--- src/common/raster_defs.svh ---
`ifndef RASTER_DEFS_SVH
`define RASTER_DEFS_SVH

// screen size in pixels.
`define SCREEN_WIDTH  320
`define SCREEN_HEIGHT 240

// view depth along minus z.
`define NEAR_PLANE 1
`define FAR_PLANE  1000

`define VERTEX_FIFO_DEPTH   4
`define TRIANGLE_FIFO_DEPTH 4

`define STAT_WIDTH 16

`endif
--- src/common/raster_pkg.sv ---
`include "raster_defs.svh"

package raster_pkg;

    // Q16.16, signed.
    typedef logic signed [31:0] fixed_t;

    typedef struct packed {
        fixed_t x;
        fixed_t y;
        fixed_t z;
    } vec3_t;

    typedef struct packed {
        vec3_t pos;
    } vertex_t;

    typedef struct packed {
        vertex_t v0;
        vertex_t v1;
        vertex_t v2;
    } triangle_t;

    // one-cycle pulses from the culler.
    typedef struct packed {
        logic kept;
        logic culled;
    } cull_event_t;

    typedef struct packed {
        logic [`STAT_WIDTH-1:0] kept_count;
        logic [`STAT_WIDTH-1:0] culled_count;
    } frontend_stats_t;

endpackage

--- src/design/geometry_frontend.sv ---
`timescale 1ns/1ps

`include "raster_defs.svh"

module geometry_frontend import raster_pkg::*; (
    input  logic            clk,
    input  logic            rst,
    input  vertex_t         vertex_in,
    input  logic            vertex_valid,
    output logic            vertex_ready,
    output triangle_t       tri_out,
    output logic            tri_valid,
    input  logic            tri_ready,
    input  logic            stats_clear,
    output frontend_stats_t stats
);

    vertex_t     fifo_vertex;
    logic        fifo_vertex_valid;
    logic        asm_ready;

    triangle_t   asm_tri;
    logic        asm_valid;
    logic        xform_ready;

    triangle_t   xform_tri;
    logic        xform_valid;
    logic        cull_ready;

    triangle_t   cull_tri;
    logic        cull_valid;
    logic        tri_fifo_ready;

    cull_event_t cull_event;

    stream_fifo #(
        .T     (vertex_t),
        .DEPTH (`VERTEX_FIFO_DEPTH)
    ) u_vertex_fifo (
        .clk       (clk),
        .rst       (rst),
        .in_data   (vertex_in),
        .in_valid  (vertex_valid),
        .in_ready  (vertex_ready),
        .out_data  (fifo_vertex),
        .out_valid (fifo_vertex_valid),
        .out_ready (asm_ready)
    );

    triangle_assembler u_assembler (
        .clk       (clk),
        .rst       (rst),
        .vertex    (fifo_vertex),
        .in_valid  (fifo_vertex_valid),
        .in_ready  (asm_ready),
        .tri_out   (asm_tri),
        .out_valid (asm_valid),
        .out_ready (xform_ready)
    );

    viewport_transform u_transform (
        .clk       (clk),
        .rst       (rst),
        .tri_in    (asm_tri),
        .in_valid  (asm_valid),
        .in_ready  (xform_ready),
        .tri_out   (xform_tri),
        .out_valid (xform_valid),
        .out_ready (cull_ready)
    );

    triangle_frustum_culler u_culler (
        .clk       (clk),
        .rst       (rst),
        .tri_in    (xform_tri),
        .in_valid  (xform_valid),
        .in_ready  (cull_ready),
        .tri_out   (cull_tri),
        .out_valid (cull_valid),
        .out_ready (tri_fifo_ready),
        .event_out (cull_event)
    );

    stream_fifo #(
        .T     (triangle_t),
        .DEPTH (`TRIANGLE_FIFO_DEPTH)
    ) u_triangle_fifo (
        .clk       (clk),
        .rst       (rst),
        .in_data   (cull_tri),
        .in_valid  (cull_valid),
        .in_ready  (tri_fifo_ready),
        .out_data  (tri_out),
        .out_valid (tri_valid),
        .out_ready (tri_ready)
    );

    cull_counter u_counter (
        .clk         (clk),
        .rst         (rst),
        .event_in    (cull_event),
        .stats_clear (stats_clear),
        .stats       (stats)
    );

endmodule

--- src/design/cull_counter.sv ---
`timescale 1ns/1ps

module cull_counter import raster_pkg::*; (
    input  logic            clk,
    input  logic            rst,
    input  cull_event_t     event_in,
    input  logic            stats_clear,
    output frontend_stats_t stats
);

    frontend_stats_t stats_reg;

    // holds at all ones.
    function automatic logic [$bits(stats_reg.kept_count)-1:0] sat_inc(
        input logic [$bits(stats_reg.kept_count)-1:0] c
    );
        return (&c) ? c : c + 1'b1;
    endfunction

    assign stats = stats_reg;

    always_ff @(posedge clk or posedge rst) begin
        if (rst) begin
            stats_reg <= '0;
        end else if (stats_clear) begin
            stats_reg <= '0; // clear wins over a same-cycle pulse.
        end else begin
            if (event_in.kept) stats_reg.kept_count <= sat_inc(stats_reg.kept_count);
            if (event_in.culled) stats_reg.culled_count <= sat_inc(stats_reg.culled_count);
        end
    end

endmodule

--- src/design/triangle_frustum_culler.sv ---
`timescale 1ns/1ps

`include "raster_defs.svh"

module triangle_frustum_culler import raster_pkg::*; (
    input  logic        clk,
    input  logic        rst,
    input  triangle_t   tri_in,
    input  logic        in_valid,
    output logic        in_ready,
    output triangle_t   tri_out,
    output logic        out_valid,
    input  logic        out_ready,
    output cull_event_t event_out
);

    localparam fixed_t NEAR_Q   = `NEAR_PLANE * 65536;
    localparam fixed_t FAR_Q    = `FAR_PLANE * 65536;
    localparam fixed_t WIDTH_Q  = `SCREEN_WIDTH * 65536;
    localparam fixed_t HEIGHT_Q = `SCREEN_HEIGHT * 65536;

    triangle_t tri_reg;
    logic      valid_reg;
    logic      keep;

    function automatic logic vertex_inside(input vertex_t v);
        fixed_t depth;
        depth = -v.pos.z; // camera looks down minus z.
        return (depth >= NEAR_Q) && (depth <= FAR_Q) &&
               (v.pos.x >= 0) && (v.pos.x <= WIDTH_Q) &&
               (v.pos.y >= 0) && (v.pos.y <= HEIGHT_Q);
    endfunction

    // partly visible triangles go through whole.
    assign keep = vertex_inside(tri_reg.v0) ||
                  vertex_inside(tri_reg.v1) ||
                  vertex_inside(tri_reg.v2);

    // a culled entry always drains in one cycle.
    assign in_ready  = !valid_reg || !keep || out_ready;
    assign out_valid = valid_reg && keep;
    assign tri_out   = tri_reg;

    assign event_out.kept   = valid_reg && keep && out_ready;
    assign event_out.culled = valid_reg && !keep;

    always_ff @(posedge clk or posedge rst) begin
        if (rst) begin
            valid_reg <= 1'b0;
        end else if (in_ready) begin
            valid_reg <= in_valid;
        end
    end

    always_ff @(posedge clk) begin
        if (in_ready && in_valid) begin
            tri_reg <= tri_in;
        end
    end

endmodule

--- src/design/viewport_transform.sv ---
`timescale 1ns/1ps

`include "raster_defs.svh"

module viewport_transform import raster_pkg::*; (
    input  logic      clk,
    input  logic      rst,
    input  triangle_t tri_in,
    input  logic      in_valid,
    output logic      in_ready,
    output triangle_t tri_out,
    output logic      out_valid,
    input  logic      out_ready
);

    localparam fixed_t ONE    = 32'sh0001_0000; // 1.0 in Q16.16.
    localparam int     HALF_W = `SCREEN_WIDTH / 2;
    localparam int     HALF_H = `SCREEN_HEIGHT / 2;

    triangle_t tri_reg;
    logic      valid_reg;

    // integer scale, so the product stays exact in Q16.16.
    function automatic vertex_t to_screen(input vertex_t v);
        vertex_t r;
        r.pos.x = fixed_t'((v.pos.x + ONE) * HALF_W);
        r.pos.y = fixed_t'((ONE - v.pos.y) * HALF_H); // y grows downward on screen.
        r.pos.z = v.pos.z;
        return r;
    endfunction

    assign in_ready  = !valid_reg || out_ready;
    assign out_valid = valid_reg;
    assign tri_out   = tri_reg;

    always_ff @(posedge clk or posedge rst) begin
        if (rst) begin
            valid_reg <= 1'b0;
        end else if (in_ready) begin
            valid_reg <= in_valid;
        end
    end

    always_ff @(posedge clk) begin
        if (in_ready && in_valid) begin
            tri_reg.v0 <= to_screen(tri_in.v0);
            tri_reg.v1 <= to_screen(tri_in.v1);
            tri_reg.v2 <= to_screen(tri_in.v2);
        end
    end

endmodule

--- src/design/triangle_assembler.sv ---
`timescale 1ns/1ps

module triangle_assembler import raster_pkg::*; (
    input  logic      clk,
    input  logic      rst,
    input  vertex_t   vertex,
    input  logic      in_valid,
    output logic      in_ready,
    output triangle_t tri_out,
    output logic      out_valid,
    input  logic      out_ready
);

    typedef enum logic [1:0] {
        WAIT_V0,
        WAIT_V1,
        WAIT_V2,
        HOLD
    } asm_state_t;

    asm_state_t state;
    triangle_t  tri_reg;
    logic       accept;

    assign in_ready  = (state != HOLD); // stalled while a triangle waits.
    assign out_valid = (state == HOLD);
    assign tri_out   = tri_reg;
    assign accept    = in_valid && in_ready;

    always_ff @(posedge clk or posedge rst) begin
        if (rst) begin
            state <= WAIT_V0;
        end else begin
            case (state)
                WAIT_V0: if (accept) state <= WAIT_V1;
                WAIT_V1: if (accept) state <= WAIT_V2;
                WAIT_V2: if (accept) state <= HOLD;
                HOLD:    if (out_ready) state <= WAIT_V0;
                default: state <= WAIT_V0;
            endcase
        end
    end

    // slots filled in arrival order.
    always_ff @(posedge clk) begin
        if (accept) begin
            case (state)
                WAIT_V0: tri_reg.v0 <= vertex;
                WAIT_V1: tri_reg.v1 <= vertex;
                WAIT_V2: tri_reg.v2 <= vertex;
                default: tri_reg <= tri_reg;
            endcase
        end
    end

endmodule

--- src/design/stream_fifo.sv ---
`timescale 1ns/1ps

module stream_fifo #(
    parameter type T     = logic [31:0],
    parameter int  DEPTH = 4
) (
    input  logic clk,
    input  logic rst,
    input  T     in_data,
    input  logic in_valid,
    output logic in_ready,
    output T     out_data,
    output logic out_valid,
    input  logic out_ready
);

    localparam int PTR_W = (DEPTH > 1) ? $clog2(DEPTH) : 1;
    localparam int CNT_W = $clog2(DEPTH + 1);

    T                 mem [DEPTH];
    logic [PTR_W-1:0] wr_ptr;
    logic [PTR_W-1:0] rd_ptr;
    logic [CNT_W-1:0] count;
    logic             push;
    logic             pop;

    // pointers wrap at DEPTH, not at a power of two.
    function automatic logic [PTR_W-1:0] next_ptr(input logic [PTR_W-1:0] p);
        if (p == PTR_W'(DEPTH - 1)) begin
            return '0;
        end
        return p + 1'b1;
    endfunction

    assign in_ready  = (count != CNT_W'(DEPTH));
    assign out_valid = (count != '0);
    assign out_data  = mem[rd_ptr]; // head entry.
    assign push      = in_valid && in_ready;
    assign pop       = out_valid && out_ready;

    always_ff @(posedge clk) begin
        if (push) begin
            mem[wr_ptr] <= in_data;
        end
    end

    always_ff @(posedge clk or posedge rst) begin
        if (rst) begin
            wr_ptr <= '0;
            rd_ptr <= '0;
            count  <= '0;
        end else begin
            if (push) wr_ptr <= next_ptr(wr_ptr);
            if (pop) rd_ptr <= next_ptr(rd_ptr);
            case ({push, pop})
                2'b10:   count <= count + 1'b1;
                2'b01:   count <= count - 1'b1;
                default: count <= count;
            endcase
        end
    end

endmodule

--- config.mk ---
export PLATFORM = sky130hd
export DESIGN_NAME = geometry_frontend
export DESIGN_NICKNAME = d
export VERILOG_FILES = /design/src/common/raster_pkg.sv /design/src/design/geometry_frontend.sv /design/src/design/cull_counter.sv /design/src/design/triangle_frustum_culler.sv /design/src/design/viewport_transform.sv /design/src/design/triangle_assembler.sv /design/src/design/stream_fifo.sv
export VERILOG_INCLUDE_DIRS = /design/src /design/src/common
export SDC_FILE = /design/constraint.sdc
export NUM_CORES = 2
export LEC_CHECK = 0
export ABC_CLOCK_PERIOD_IN_PS = 27400
export BUFFER_PORTS_ARGS = -buffer_cell sky130_fd_sc_hd__buf_2
export CORE_ASPECT_RATIO = 1.75
export CORE_UTILIZATION = 23
export CTS_CLUSTER_DIAMETER = 80
export DETAILED_ROUTE_END_ITERATION = 10
export SLEW_MARGIN = 20
export SYNTH_ARGS = -nofsm -noshare
export SYNTH_HDL_FRONTEND = slang
export SYNTH_SLANG_ARGS = --single-unit
export TNS_END_PERCENT = 5
--- constraint.sdc ---
create_clock -name clk -period 27.4 [get_ports clk]
set_input_delay 2.74 -clock clk [delete_from_list [all_inputs] [get_ports clk]]
set_output_delay 2.74 -clock clk [all_outputs]
set_load 0.05 [all_outputs]
==> impl_results.md <==
* Nets@finish at 6,066
* R2R Path Start: u_culler.tri_out[101]
* Post-CTS Resized at 0
* RD Place Congestion at 0.793
* Setup Buffers After CTS at 0
* Asr flop ratio synth at 2.22%
* Clock-pin transition on the worst setup and hold timing paths at 0.06 ns
* Number of port buffers at about 400
* Worst setup SP type: register
* Crit-path max FO at 69
* Initial DRC Count at 2,506
* Die area at 407,000 um^2
* Row cnt at about 310
* Max-Cap Viols at 0
* Worst hold path cell count at 0
* Clock skew at 0.131 ns
* Via count at around 45,000
* Compound-gate portion of the synthesized area at 2.65%
* Initial antenna violation count at 45
* Max reg flops at 1,056
* Relative slew slack at around a quarter
* HP Class: reg2reg
* First-pass DRT Iterations at 5
* CP Class: reg2reg
* Worst path required time at 27.89 ns
* Clock latency at the later pin of the worst-skew pair at approximately 0.9 ns
* Dominant synthesized flop cell: edfxtp_1
* Max Slew Vio Count at 0
* Critical Path Sink: u_transform.tri_out[279]
* Starting Density at a little under a quarter
* Most numerous cell in the Yosys netlist: edfxtp_1
* Post-synthesis mux area share at 8.70%
* Ys Warns at 0
* Core area at 402,000 um^2
* Vias in the first global route at 48,324
* Final WL at 219,000 um
* Fillers at approximately 40,000
* Setup violators final at 0
* Syn Inst Count at 4,919
* Final Hold Fails at 0
* Max Clk Rate at 136 MHz
* Die height at 843 um
* Synth Area in Adders at 7.62%
* Setup TNS at 0 ns
* Simple-gate area share of the yosys netlist at 3.72%
* Clk buf depth at 4
* Synth Area in XOR/XNOR at 2.76%
* TritonCTS clock tree: done
* Crit end category: register
* First-pass GRT wire length at 319,000 um
* Register area share after synthesis at a little over 70%
* Worst Tran Pin Value at 1.09 ns
* Largest regs: u_triangle_fifo.mem: 1056 flops, u_vertex_fifo.mem: 352 flops
* Post-DP HPWL at 157,000 um
* Layout cells sized above 1 at approximately a fifth
* Synth Cell Area at ~93,000 um^2
* Shortest period the worst path allows at roughly 7.4 ns
* Clock Sinks at 2,250
* Antenna Violating Nets Remaining at 0
* Worst reg2reg path depth at 14
* DIE WIDTH at approximately 480 um
* Area Growth Syn to Fin at 16.9%
* Largest area contributor in the synthesized netlist: edfxtp_1
* Status: completed
* Top post-synthesis cells by count: edfxtp_1, inv_1, mux4_2
* Post-synth top area share at 71.1%
* Largest net degree at the start of global routing at 97
* Largest register by flop count: u_triangle_fifo.mem
* Unrepaired setup endpoints after global routing: false
* CTS Root Cell: clkbuf_16
* WL/cell at 20.0 um
* DRC errors left at 0
* # hold bufs at CTS at 0
* Worst setup startpoint: u_culler.tri_out[101]
* Mean post-synth cell area at 18.9 um^2
* Yosys reg bits at 2,250
* Cts bufs inserted at approximately 210
* GRT Total Usage at 10.6%
* Largest family of logic cells by synthesized area: multiplexers
* Number of synthesized flops with an enable pin at 2,200
* Reg2Reg Setup Slack at 20.04 ns
* Grt total ovfl at 0
* Drt via density at 4.10
* Top-level I/O count at 423
* Synth area leaders: edfxtp_1, mux4_2, ha_1, fa_1, xnor2_1
* CP Data Arrival Time at 7.84 ns
* Worst r2r dst: u_transform.tri_out[279]
* Tcrit/Tclk final at between 20% and 30%
* H-tree depth at 4
* Synth cell types at a little over 80
[worst max-delay path: stages, from the launching register on]
cell and delay [ns]:
edfxtp_1 0.48, nor4_1 0.66, nand4_1 0.77, or4b_1 0.80, mux2i_1 0.19, o22ai_1 0.12
and2_1 0.15, a311oi_2 0.28, buf_4 0.24, and2b_1 0.25, nand3_1 0.12, and2_4 0.51
buf_4 0.80, buf_4 0.62, buf_4 0.80
[stage by stage]
step	util, %	setup WS, ns	instance area (um^2)	instances	hold WS (ns)
floorplan	-	11.08	93000	4942	0.400
global placement	25.3	19.79	102000	10543	0.400
detailed placement	25.3	19.71	102000	10543	0.405
global route	27.0	19.55	109000	10935	0.320
CTS	27.0	19.69	109000	10933	0.319
finish	27.0	20.04	109000	10945	0.328
[logic make-up (layout without fill, tap and decap cells)]
group,Yosys count,in the layout
flip-flops,2250,2250
AND/OR/NAND/NOR,658,658
buffers and inverters,496,1218
adder cells (fa/ha/maj),475,475
AO/OA/AOI/OAI,379,379
multiplexers,367,367
XOR/XNOR,293,293
other,1,35
[layer usage]
metal	GRT usage (%)	wire length, um	up-vias
met3	1.82	9830	373
li1	-	-	20278
met1	11.7	83400	23362
met4	3.67	7540	30
met2	20.0	118000	852
met5	0	197	-
[placed cells by master, fill, tap and decap left out, types with 13 or more instances in the layout]
cell        Yosys  routed
a21o_1         41      41
clkbuf_1       47      26
clkbuf_16       0     214
mux4_2        352     352
o21ai_0        79      77
nand2b_1       29      29
xor2_1        120     120
buf_4          24      63
xnor2_1       173     173
or3_1          30      30
ha_1          323     323
clkinvlp_4      0      15
nor4_1         47      46
nand4_1        33      33
o21a_1         34      34
a21oi_1       110     109
a31oi_1        15      15
nand2_1       102     102
clkinv_1        0      37
fa_1          152     152
conb_1          1      24
nor2_1        156     156
edfxtp_1     2200    2200
nor3_1         64      64
bufinv_16       0      22
nor2b_1        19      19
and3_1         41      37
inv_1         373     372
dfrtp_1        50      46
buf_2           3     390
nand3b_1       13      13
nand3_1        57      57
clkinv_2        0      33
o21bai_1       17      17
[area by class of cell]
| class | count | area [um^2] | area share (%) |
|---|---|---|---|
| flip-flops and latches | 2250 | 67300 | 62.0 |
| multi-input cells | 2196 | 23800 | 21.9 |
| clock inverters | 150 | 1570 | 1.45 |
| diodes | 11 | 27.5 | 0.0253 |
| well taps | 5270 | 6590 | 6.07 |
| inverters | 373 | 1400 | 1.29 |
| repair buffers | 455 | 2470 | 2.28 |
| clock buffers | 240 | 5450 | 5.02 |
[worst min path at each step]
| stage | startpoint | endpoint | slack [ns] |
|---|---|---|---|
| 2_1_floorplan | u_transform.tri_out[0] | u_culler.tri_out[0] | 0.40 |
| 3_3_place_gp | u_assembler.tri_out[30] | u_transform.tri_out[30] | 0.40 |
| 3_5_place_dp | u_transform.tri_out[0] | u_culler.tri_out[0] | 0.40 |
| 4_1_cts | u_transform.tri_out[57] | u_culler.tri_out[57] | 0.32 |
| 5_1_grt | u_transform.tri_out[57] | u_culler.tri_out[57] | 0.32 |
| 6_report | u_transform.tri_out[57] | u_culler.tri_out[57] | 0.33 |
Power is left out: the tool's default activity adds up to more than one toggle a clock period on the data nets, which glitch-free logic cannot reach.
